<file path="src/verilog/cache_cfg.svh">
// sizes for a 2-way cache of 4-word lines; the package types are built from these values
`ifndef CACHE_CFG_SVH
`define CACHE_CFG_SVH

// ------------------------------------------------------------------------
// processor side
// ------------------------------------------------------------------------
`define CACHE_ADDR_W 30   // word address without the byte offset
`define CACHE_WORD_W 32

// ------------------------------------------------------------------------
// line and array geometry
// ------------------------------------------------------------------------
`define CACHE_LINE_W 128
`define CACHE_WORDS  4
`define CACHE_SETS   4
`define CACHE_TAG_W  26   // addr width minus index and offset bits
`define MEM_ADDR_W   28   // line address seen by slow memory

`endif

</file>
<file path="src/verilog/cache_types_pkg.sv">
// field widths assume the 26/2/2 address split given by the cfg macros
`include "cache_cfg.svh"

package cache_types_pkg;

	localparam int INDEX_W  = $clog2(`CACHE_SETS);
	localparam int OFFSET_W = $clog2(`CACHE_WORDS);

	// processor word address
	typedef struct packed {
		logic [`CACHE_TAG_W-1:0] tag;
		logic [INDEX_W-1:0]      index;
		logic [OFFSET_W-1:0]     offset;
	} word_addr_t;

	// memory moves the flat line, processor picks single words
	typedef union packed {
		logic [`CACHE_LINE_W-1:0]                    flat;
		logic [`CACHE_WORDS-1:0][`CACHE_WORD_W-1:0]  word;
	} cache_line_u;

	typedef struct packed {
		logic                    valid;
		logic                    dirty;   // unused on the instruction side
		logic [`CACHE_TAG_W-1:0] tag;
		cache_line_u             line;
	} way_entry_t;

	typedef enum logic [1:0] {
		state_compare    = 2'b00,
		state_write_back = 2'b01,
		state_allocate   = 2'b10,
		state_idle       = 2'b11
	} cache_state_e;

endpackage

</file>
<file path="src/verilog/mem_bus_pkg.sv">
// line addresses carry no word offset; only two requesters are arbitrated
`include "cache_cfg.svh"

package mem_bus_pkg;

	// tag followed by set index
	typedef struct packed {
		logic [`CACHE_TAG_W-1:0]             tag;
		logic [`MEM_ADDR_W-`CACHE_TAG_W-1:0] index;
	} mem_line_addr_t;

	typedef enum logic [1:0] {
		owner_none   = 2'd0,
		owner_icache = 2'd1,
		owner_dcache = 2'd2
	} mem_owner_e;

endpackage

</file>
<file path="src/verilog/mem_req_if.sv">
// one line-wide request at a time; request held until a single ready pulse
`timescale 1ns/100ps
`include "cache_cfg.svh"

interface mem_req_if;
	import mem_bus_pkg::*;

	logic                     read;
	logic                     write;
	mem_line_addr_t           addr;
	logic [`CACHE_LINE_W-1:0] wdata;
	logic [`CACHE_LINE_W-1:0] rdata;   // valid in the ready cycle
	logic                     ready;

	modport cache   (output read, write, addr, wdata, input rdata, ready);
	modport arbiter (input read, write, addr, wdata, output rdata, ready);

endinterface

</file>
<file path="src/verilog/icache.sv">
// read-only cache; proc_addr must stay stable while proc_stall is high
`timescale 1ns/100ps
`include "cache_cfg.svh"

module icache (
	input  logic                        clk,
	input  logic                        proc_reset,
	input  logic                        proc_read,
	input  cache_types_pkg::word_addr_t proc_addr,
	output logic [`CACHE_WORD_W-1:0]    proc_rdata,
	output logic                        proc_stall,
	mem_req_if.cache                    mem
);
	import cache_types_pkg::*;
	import mem_bus_pkg::*;

	way_entry_t             ways [2][`CACHE_SETS];
	logic [`CACHE_SETS-1:0] lru;   // way to refill next, per set
	cache_state_e           state, state_nxt;
	way_entry_t             way0, way1, fill;
	logic                   hit0, hit1, miss;

	assign way0 = ways[0][proc_addr.index];
	assign way1 = ways[1][proc_addr.index];
	assign hit0 = way0.valid && (way0.tag == proc_addr.tag);
	assign hit1 = way1.valid && (way1.tag == proc_addr.tag);
	assign miss = proc_read && !(hit0 || hit1);

	assign proc_rdata = hit1 ? way1.line.word[proc_addr.offset]
	                         : way0.line.word[proc_addr.offset];

	// refill entry built straight from the memory line
	always_comb begin
		fill.valid     = 1'b1;
		fill.dirty     = 1'b0;
		fill.tag       = proc_addr.tag;
		fill.line.flat = mem.rdata;
	end

	assign mem.write = 1'b0;
	assign mem.wdata = '0;
	assign mem.addr  = mem_line_addr_t'{tag: proc_addr.tag, index: proc_addr.index};

	// ------------------------------------------------------------------------
	// control FSM
	// ------------------------------------------------------------------------
	always_comb begin
		state_nxt  = state;
		proc_stall = 1'b0;
		mem.read   = 1'b0;
		case (state)
			state_idle: begin
				state_nxt  = state_compare;
				proc_stall = proc_read;   // lookup starts next cycle
			end
			state_compare: begin
				proc_stall = miss;
				if (miss) begin
					state_nxt = state_allocate;
				end
			end
			state_allocate: begin
				proc_stall = 1'b1;
				mem.read   = 1'b1;   // held through the ready cycle
				if (mem.ready) begin
					state_nxt = state_compare;
				end
			end
			default: state_nxt = state_idle;
		endcase
	end

	always_ff @(posedge clk) begin
		if (proc_reset) begin
			state <= state_idle;
			lru   <= '0;
			for (int s = 0; s < `CACHE_SETS; s++) begin
				ways[0][s].valid <= 1'b0;
				ways[1][s].valid <= 1'b0;
			end
		end else begin
			state <= state_nxt;
			if (state == state_allocate && mem.ready) begin
				ways[lru[proc_addr.index]][proc_addr.index] <= fill;
				lru[proc_addr.index] <= ~lru[proc_addr.index];
			end
		end
	end

	// never writes, and the arbiter only hands ready to a live request
	a_read_only: assert property (@(posedge clk) disable iff (proc_reset)
		!mem.write && (mem.ready -> mem.read));

endmodule

</file>
<file path="src/verilog/dcache.sv">
// write-back, write-allocate; processor inputs must hold while proc_stall is high
`timescale 1ns/100ps
`include "cache_cfg.svh"

module dcache (
	input  logic                        clk,
	input  logic                        proc_reset,
	input  logic                        proc_read,
	input  logic                        proc_write,
	input  cache_types_pkg::word_addr_t proc_addr,
	input  logic [`CACHE_WORD_W-1:0]    proc_wdata,
	output logic [`CACHE_WORD_W-1:0]    proc_rdata,
	output logic                        proc_stall,
	mem_req_if.cache                    mem
);
	import cache_types_pkg::*;
	import mem_bus_pkg::*;

	way_entry_t             ways [2][`CACHE_SETS];
	logic [`CACHE_SETS-1:0] lru;   // victim way per set
	cache_state_e           state, state_nxt;
	way_entry_t             way0, way1, victim, fill;
	logic                   hit0, hit1, req, miss;
	logic                   victim_way;

	assign way0 = ways[0][proc_addr.index];
	assign way1 = ways[1][proc_addr.index];
	assign hit0 = way0.valid && (way0.tag == proc_addr.tag);
	assign hit1 = way1.valid && (way1.tag == proc_addr.tag);
	assign req  = proc_read || proc_write;
	assign miss = req && !(hit0 || hit1);

	assign victim_way = lru[proc_addr.index];
	assign victim     = victim_way ? way1 : way0;

	assign proc_rdata = hit1 ? way1.line.word[proc_addr.offset]
	                         : way0.line.word[proc_addr.offset];

	always_comb begin
		fill.valid     = 1'b1;
		fill.dirty     = 1'b0;
		fill.tag       = proc_addr.tag;
		fill.line.flat = mem.rdata;
	end

	// ------------------------------------------------------------------------
	// control FSM and memory request
	// ------------------------------------------------------------------------
	always_comb begin
		state_nxt  = state;
		proc_stall = 1'b0;
		mem.read   = 1'b0;
		mem.write  = 1'b0;
		mem.addr   = mem_line_addr_t'{tag: proc_addr.tag, index: proc_addr.index};
		mem.wdata  = victim.line.flat;
		case (state)
			state_idle: begin
				state_nxt  = state_compare;
				proc_stall = req;
			end
			state_compare: begin
				proc_stall = miss;
				if (miss) begin
					state_nxt = (victim.valid && victim.dirty) ? state_write_back
					                                           : state_allocate;
				end
			end
			state_write_back: begin
				proc_stall = 1'b1;
				mem.write  = 1'b1;
				mem.addr   = mem_line_addr_t'{tag: victim.tag, index: proc_addr.index};
				if (mem.ready) begin
					state_nxt = state_allocate;
				end
			end
			state_allocate: begin
				proc_stall = 1'b1;
				mem.read   = 1'b1;
				if (mem.ready) begin
					state_nxt = state_compare;   // retry as a hit
				end
			end
			default: state_nxt = state_idle;
		endcase
	end

	always_ff @(posedge clk) begin
		if (proc_reset) begin
			state <= state_idle;
			lru   <= '0;
			for (int s = 0; s < `CACHE_SETS; s++) begin
				ways[0][s].valid <= 1'b0;
				ways[0][s].dirty <= 1'b0;
				ways[1][s].valid <= 1'b0;
				ways[1][s].dirty <= 1'b0;
			end
		end else begin
			state <= state_nxt;
			case (state)
				state_compare: begin
					if (proc_write && (hit0 || hit1)) begin
						ways[hit1][proc_addr.index].line.word[proc_addr.offset] <= proc_wdata;
						ways[hit1][proc_addr.index].dirty <= 1'b1;
					end
				end
				state_write_back: begin
					if (mem.ready) begin
						ways[victim_way][proc_addr.index].dirty <= 1'b0;   // now clean
					end
				end
				state_allocate: begin
					if (mem.ready) begin
						ways[victim_way][proc_addr.index] <= fill;
						lru[proc_addr.index] <= ~victim_way;
					end
				end
				default: ;
			endcase
		end
	end

	// ready only ever answers a request raised in one direction
	a_one_dir: assert property (@(posedge clk) disable iff (proc_reset)
		!(mem.read && mem.write) && (mem.ready -> (mem.read || mem.write)));

	// waiting request keeps its line address until ready
	a_addr_hold: assert property (@(posedge clk) disable iff (proc_reset)
		(mem.read || mem.write) && !mem.ready |=> $stable(mem.addr));

endmodule

</file>
<file path="src/verilog/mem_arbiter.sv">
// two requesters, round-robin after each completed transfer; no queueing
`timescale 1ns/100ps
`include "cache_cfg.svh"

module mem_arbiter (
	input  logic                        clk,
	input  logic                        proc_reset,
	mem_req_if.arbiter                  icache_mem,
	mem_req_if.arbiter                  dcache_mem,
	output logic                        mem_read,
	output logic                        mem_write,
	output mem_bus_pkg::mem_line_addr_t mem_addr,
	output logic [`CACHE_LINE_W-1:0]    mem_wdata,
	input  logic [`CACHE_LINE_W-1:0]    mem_rdata,
	input  logic                        mem_ready
);
	import mem_bus_pkg::*;

	mem_owner_e owner, sel;
	logic       last_dcache;   // set when dcache was served last
	logic       i_req, d_req;

	assign i_req = icache_mem.read || icache_mem.write;
	assign d_req = dcache_mem.read || dcache_mem.write;

	// grant is combinational when idle, so the first cycle is not lost
	always_comb begin
		if (owner != owner_none) sel = owner;
		else if (i_req && d_req) sel = last_dcache ? owner_icache : owner_dcache;
		else if (i_req)          sel = owner_icache;
		else if (d_req)          sel = owner_dcache;
		else                     sel = owner_none;
	end

	always_comb begin
		mem_read  = 1'b0;
		mem_write = 1'b0;
		mem_addr  = '0;
		mem_wdata = '0;
		case (sel)
			owner_icache: begin
				mem_read  = icache_mem.read;
				mem_write = icache_mem.write;
				mem_addr  = icache_mem.addr;
				mem_wdata = icache_mem.wdata;
			end
			owner_dcache: begin
				mem_read  = dcache_mem.read;
				mem_write = dcache_mem.write;
				mem_addr  = dcache_mem.addr;
				mem_wdata = dcache_mem.wdata;
			end
			default: ;
		endcase
	end

	assign icache_mem.rdata = mem_rdata;
	assign dcache_mem.rdata = mem_rdata;
	assign icache_mem.ready = mem_ready && (sel == owner_icache);   // others keep stalling
	assign dcache_mem.ready = mem_ready && (sel == owner_dcache);

	always_ff @(posedge clk) begin
		if (proc_reset) begin
			owner       <= owner_none;
			last_dcache <= 1'b0;
		end else if (mem_ready && sel != owner_none) begin
			owner       <= owner_none;
			last_dcache <= (sel == owner_dcache);
		end else begin
			owner <= sel;
		end
	end

	// a grant and its raised request both hold until the ready cycle
	a_grant_hold: assert property (@(posedge clk) disable iff (proc_reset)
		(sel != owner_none) && !mem_ready |=> (sel == $past(sel)) && (mem_read || mem_write));

endmodule

</file>
<file path="src/verilog/cache_subsystem.sv">
// both caches share one slow-memory port; processor ports hold while stalled
`timescale 1ns/100ps
`include "cache_cfg.svh"

module cache_subsystem (
	input  logic                     clk,
	input  logic                     proc_reset,
	// instruction side
	input  logic                     i_read,
	input  logic [`CACHE_ADDR_W-1:0] i_addr,
	output logic [`CACHE_WORD_W-1:0] i_rdata,
	output logic                     i_stall,
	// data side
	input  logic                     d_read,
	input  logic                     d_write,
	input  logic [`CACHE_ADDR_W-1:0] d_addr,
	input  logic [`CACHE_WORD_W-1:0] d_wdata,
	output logic [`CACHE_WORD_W-1:0] d_rdata,
	output logic                     d_stall,
	// slow memory
	output logic                     mem_read,
	output logic                     mem_write,
	output logic [`MEM_ADDR_W-1:0]   mem_addr,
	output logic [`CACHE_LINE_W-1:0] mem_wdata,
	input  logic [`CACHE_LINE_W-1:0] mem_rdata,
	input  logic                     mem_ready
);

	mem_req_if icache_mem ();
	mem_req_if dcache_mem ();

	icache u_icache (
		.clk        (clk),
		.proc_reset (proc_reset),
		.proc_read  (i_read),
		.proc_addr  (i_addr),
		.proc_rdata (i_rdata),
		.proc_stall (i_stall),
		.mem        (icache_mem.cache)
	);

	dcache u_dcache (
		.clk        (clk),
		.proc_reset (proc_reset),
		.proc_read  (d_read),
		.proc_write (d_write),
		.proc_addr  (d_addr),
		.proc_wdata (d_wdata),
		.proc_rdata (d_rdata),
		.proc_stall (d_stall),
		.mem        (dcache_mem.cache)
	);

	mem_arbiter u_mem_arbiter (
		.clk        (clk),
		.proc_reset (proc_reset),
		.icache_mem (icache_mem.arbiter),
		.dcache_mem (dcache_mem.arbiter),
		.mem_read   (mem_read),
		.mem_write  (mem_write),
		.mem_addr   (mem_addr),
		.mem_wdata  (mem_wdata),
		.mem_rdata  (mem_rdata),
		.mem_ready  (mem_ready)
	);

endmodule

</file>
<file path="config.mk">
export PLATFORM = sky130hd
export DESIGN_NAME = cache_subsystem
export DESIGN_NICKNAME = d
export VERILOG_FILES = /design/src/verilog/cache_types_pkg.sv /design/src/verilog/mem_bus_pkg.sv /design/src/verilog/mem_req_if.sv /design/src/verilog/icache.sv /design/src/verilog/dcache.sv /design/src/verilog/mem_arbiter.sv /design/src/verilog/cache_subsystem.sv
export VERILOG_INCLUDE_DIRS = /design/src /design/src/verilog
export SDC_FILE = /design/constraint.sdc
export NUM_CORES = 2
export LEC_CHECK = 0
export ABC_AREA = 1
export BUFFER_PORTS_ARGS = -buffer_cell sky130_fd_sc_hd__buf_2
export CORE_MARGIN = 2
export CORE_UTILIZATION = 50
export CTS_BUF_LIST = sky130_fd_sc_hd__clkbuf_4 sky130_fd_sc_hd__clkbuf_8
export CTS_CLUSTER_DIAMETER = 30
export DETAILED_ROUTE_END_ITERATION = 16
export PLACE_DENSITY = 0.74
export SLEW_MARGIN = 10
export SYNTH_ARGS = -nofsm -noshare
export SYNTH_HDL_FRONTEND = slang
export SYNTH_SLANG_ARGS = --single-unit
</file>
<file path="constraint.sdc">
create_clock -name clk -period 11.3 [get_ports clk]
set_input_delay 1.13 -clock clk [delete_from_list [all_inputs] [get_ports clk]]
set_output_delay 1.13 -clock clk [all_outputs]
set_load 0.01 [all_outputs]
</file>
After elaboration in Yosys (flattened, before gate mapping):

Memories as Yosys holds them, arrays and structs flattened.
Index checks and enable logic that the tools add are counted.

* magnitude comparators: 11
* equality and inequality tests: 16
* multiplexer cells: 1340
* bitwise logic cells: 1252
* reductions and logical operators: 36

Operators with widths (number)
* $mux 624: 9
* $mux 156: 11
* $mux 1: 1271
* $bmux 156 s2: 4
* $demux 156 s2: 4
* $or 1x1->1: 1248
* $reduce_or 624->1: 2
* $mux 620: 2
* $reduce_or 620->1: 1
* $bmux 32 s2: 4
* $mux 128: 2
* $mux 32: 7
* $mux 155: 1
* $eq 26x26->1: 4
* $demux 32 s2: 1
* $pmux 28 s2: 1
* $mux 28: 1
* $mux 2: 11
* $logic_and 1x1->1: 18
* $lt 2x3->1 const B: 4
* $eq 2x2->1 const B: 5
* $bwmux 4: 2
* $pmux 2 s4: 1
* $ge 2x1->1 const B: 3
* other kinds (19): 38

* bits in registers: 15
* memory bits (writable): 2488
* input bits: 226
* output and inout port bits: 224
* word-level logic and storage cells: 2663
* memories: 2

Memories
* u_dcache.ways: depth 2, width 624, read ports 2, clocked after Yosys merged registers in 0, write ports 2, line dcache.sv:19 `` way_entry_t ways [2][`CACHE_SETS]; ``
* u_icache.ways: depth 2, width 620, read ports 2, clocked after Yosys merged registers in 0, write ports 2, line icache.sv:17 `` way_entry_t ways [2][`CACHE_SETS]; ``

Depth between registers and ports, before layout:

* word-level depth: 16
* gate-level depth with buffers: 22
* depth with buffers taken out: 19

Hierarchy:

Synthesis repeated with hierarchy kept, for this count alone.

* cells, all modules: 8872
* area total of the unflattened synthesis: 106058.0 µm²

By module, submodules not included
* dcache: instances 1, cells each 4244, area an instance 51892.3 µm²
* icache: instances 1, cells each 3805, area an instance 49585.1 µm²
* mem_arbiter: instances 1, cells each 823, area an instance 4580.6 µm²

Least setup slack after synthesis:

No wires, ideal clock.

* path type: in2reg
* start: input i_addr[2]
* end: memory u_icache.ways[1][0] in the netlist's numbering, enable pin
* arrival: 8.955 ns
* data required time: 10.630 ns
* setup slack: 1.675 ns
* stages: 9
* cells stage by stage: nand2_1 -> inv_1 -> buf_2 -> buf_2 -> clkbuf_1 -> a21oi_1 -> or2_2 -> clkbuf_1 -> nor2_1

RTL lines
* from (decl): line cache_subsystem.sv:10 `` input logic [`CACHE_ADDR_W-1:0] i_addr, ``
* to (decl): line icache.sv:17

Worst setup path after layout:

* start: input d_addr[2]
* end: output d_rdata[20]

* longest elaborated chain between the ends: 7

RTL lines
* from (decl): line cache_subsystem.sv:16 `` input logic [`CACHE_ADDR_W-1:0] d_addr, ``
* $not 2->3 (implied by the code) *: line dcache.sv:26, dcache.sv:27
* $bmux 156 s2 (on tied branches): line dcache.sv:27, dcache.sv:26
* $mux 156 (on tied branches) (2 in series): line dcache.sv:27, dcache.sv:26
* $eq 26x26->1, or another cell as far along: line dcache.sv:29 `assign hit1 = way1.valid && (way1.tag == proc_addr.tag);`
* $logic_and 1x1->1, or another cell as far along: line dcache.sv:29
* $mux 32 *: line dcache.sv:36 `assign proc_rdata = hit1 ? way1.line.word[proc_addr.offset]`
* to (decl): line cache_subsystem.sv:18 `` output logic [`CACHE_WORD_W-1:0] d_rdata, ``

Every way passes the cells marked *; elsewhere a longest branch is shown, timed or not. The select of a mux whose other input is x is not followed.

==> flow_metrics.tcl <==
set metrics [dict create \
    maxSlewHeadroom_pct 6.18 \
    pre_cts_ws_ns 4.22 \
    hp-start "mem_rdata[108]" \
    cts_resized 0 \
    hp-class "input port to flop" \
    antenna_found_initial 76 \
    synth_warnings 0 \
    syn-num-nets 7587 \
    cp_data_arrival_time_ns 5.72 \
    postPlaceCellArea_um2 105000 \
    drtPass1Iterations 6 \
    p_leak_nw 40.2 \
    reg2reg_to "u_dcache.ways[1][524]" \
    syn_area_um2 99700 \
    layout_common_cells "edfxtp_1 (2,480), nand2_1 (1,622), a22oi_1 (879)" \
    seqPwrFrac_pct 46.8 \
    status "finished, final reports clean" \
    path_max_fanout 97 \
    cp-end-kind "output port" \
    finalSetupTns_ns 0 \
    cts_tree "done" \
    synth_ff_type "edfxtp_1" \
    synthCells 7354 \
    final_max_slew_viol_count 0 \
    worstHoldPathCells 1 \
    post_cts_buffers 0 \
    grt_usage_pct 30.3 \
    ff2ff_setup_slack_ns 4.93 \
    nNetsFinal 8119 \
    whs_endpoint "u_icache.ways[0][573]" \
    setup_violations 0 \
    tightestPinTransition_ns 1.39 \
    dp.cells 10100 \
    max-vdd-ir-drop_mv 0.217 \
    via_count 68800 \
    clock_latency_ns 1.10 \
    mostFrequentLayoutCell "edfxtp_1" \
    core-area_um2 198000 \
    comb_power_share_pct 14.8 \
    swShare_pct 27.6 \
    via_per_inst 6.31 \
    drt_iter0_markers 11100 \
    syn2layout_area_growth_pct 14.3 \
    cts_root_buf "clkbuf_8" \
    start_util_pct 50.4 \
    power_density_nw_per_um2 199 \
    dp_hpwl_mm 199 \
    fp.dieW_um 451 \
    drive_gt1_share_pct 16.2 \
    synth-seq-cells 2503 \
    cts_max_level 5 \
    cts.sinks 2503 \
    synth_seq_area_share_pct 75.2 \
    ant_nets 0 \
    grt_pass1_wl_mm 449 \
    r2r_cells 15 \
    wire_per_inst_um 29.2 \
    critPathKind "input port to output port" \
    timing.final.crit_share_pct 60.6 \
    gp_congestion 0.977 \
    clockBufferDepth 4 \
    syn_area_per_cell_um2 13.6 \
    pwr-share-clk_pct 38.4 \
    hold_buffers 0 \
    drc 0 \
    clk_pin_slew_ns 0.06 \
    dieHeight_um 451 \
    cp_data_required_time_ns 10.17 \
    fmax_mhz 146 \
    first_global_vias 64300 \
    dieArea_um2 203000 \
    rows 163 \
    async_flop_share_pct 0 \
    setup_slack_ns 4.45 \
    drt_wl_total_mm 318 \
    io_pins 450 \
    maxCapViolCount 0 \
    post-route-min-period_ns 6.85 \
    p_int_w 0.0164 \
    startpoint_type "input port" \
    numPortBuffers 449 \
    synth_cell_type_count 46 \
    synth-edff-count 2480 \
    rsz0062_at_grt "no" \
    design_area_um2 114000 \
    grt_overflow 0 \
    switchingPower_w 0.00625 \
    clock_skew_ns 0.102 \
    fin_cells 10900 \
    timing.rr.start "u_dcache.state[0]" \
    cts_made_buffers 438 \
    hold_violations 0 \
    grt_max_degree 169 \
]
-- per-stage QoR --
stage	hold slack [ns]	total power, W	util [%]
6_report	0.287	0.0227	57.6
5_1_grt	0.255	0.0233	57.6
4_1_cts	0.204	0.0226	57.6
3_5_place_dp	0.459	0.0141	52.9
3_3_place_gp	0.448	0.0140	52.9
2_1_floorplan	0.429	0.0125	-
-- how the worst max path moves through the flow --
stage	startpoint	to	slack (ns)	cells past startpoint
floorplan	i_addr[2]	u_icache.ways[1][0]	1.67	9
global placement	d_addr[3]	mem_wdata[6]	4.24	12
detailed placement	d_addr[3]	mem_wdata[6]	4.22	12
CTS	d_addr[3]	mem_wdata[6]	4.22	12
global route	d_addr[2]	d_rdata[20]	4.30	11
finish	d_addr[2]	d_rdata[20]	4.45	11
-- power by group through the flow --
| stage | clock network (W) | registers, W | logic [W] |
|---|---|---|---|
| 5_1_grt | 0.00914 | 0.0106 | 0.00353 |
| 3_3_place_gp | 0 | 0.0108 | 0.00322 |
| 6_report | 0.00872 | 0.0106 | 0.00335 |
| 2_1_floorplan | 0 | 0.0108 | 0.00167 |
| 3_5_place_dp | 0 | 0.0108 | 0.00327 |
| 4_1_cts | 0.00873 | 0.0106 | 0.00327 |
-- registers in the layout, indices dropped and copies added (netlist names) --
| name | cells |
|---|---|
| u_dcache.ways | 1248 |
| u_icache.ways | 1240 |
| u_dcache.lru | 4 |
| u_icache.lru | 4 |
| u_dcache.state | 2 |
| u_icache.state | 2 |
| u_mem_arbiter.owner | 2 |
| u_mem_arbiter.last_dcache | 1 |
-- cell usage after synthesis, types with 3 or more instances --
library cell	number	area share (%)
a31oi_1	114	0.72
a31o_2	3	0.026
buf_1	57	0.21
xor2_1	17	0.15
a221oi_1	76	0.67
a22oi_1	879	6.6
o41ai_1	4	0.035
nor2_1	274	1.0
o21ai_0	235	1.2
ha_1	7	0.088
inv_1	218	0.82
nand2_1	1628	6.1
a21oi_1	196	0.98
inv_2	6	0.023
nor3_1	10	0.050
o21ai_1	11	0.055
buf_6	6	0.068
edfxtp_1	2480	75
nand3_1	423	2.1
buf_2	81	0.41
clkbuf_1	315	1.2
a22o_1	60	0.53
o22ai_1	41	0.26
nor4_1	20	0.13
buf_4	8	0.060
a32o_1	63	0.63
or2_2	3	0.019
nand4_1	62	0.39
a211oi_1	12	0.090
dfxtp_1	23	0.46
-- critical path, stage by stage --
cell      delay, ns
buf_4          0.22
buf_4          0.39
nand2_1        0.22
inv_8          0.50
buf_4          0.72
buf_4          0.85
a221oi_1       0.31
o21ai_0        0.26
a211oi_1       0.06
o21ai_0        0.60
buf_2          0.26
-- cells by family after synthesis --
group / Yosys count / share of synthesized area (%)
XOR/XNOR: 18 / 0.158
buffers and inverters: 692 / 2.78
AND/OR/NAND/NOR: 2434 / 9.97
AO/OA/AOI/OAI: 1700 / 11.8
adder cells (fa/ha/maj): 7 / 0.0878
flip-flops: 2503 / 75.2
-- area by class of cell --
class	instances	area, um2
clock buffers	551	6930
multi-input cells	4159	22400
repair buffers	559	3240
clock inverters	216	2230
inverters	225	877
well taps	2640	3300
fillers	15200	83800
flip-flops and latches	2503	74900
diodes	38	95.1
-- layer usage --
layer | track usage [%] | wire length, um
met3 | 8.75 | 43100
met4 | 13.3 | 14000
met1 | 42.0 | 119000
met5 | 0 | 287
met2 | 44.8 | 142000
Power figures use the tool's default switching activity.
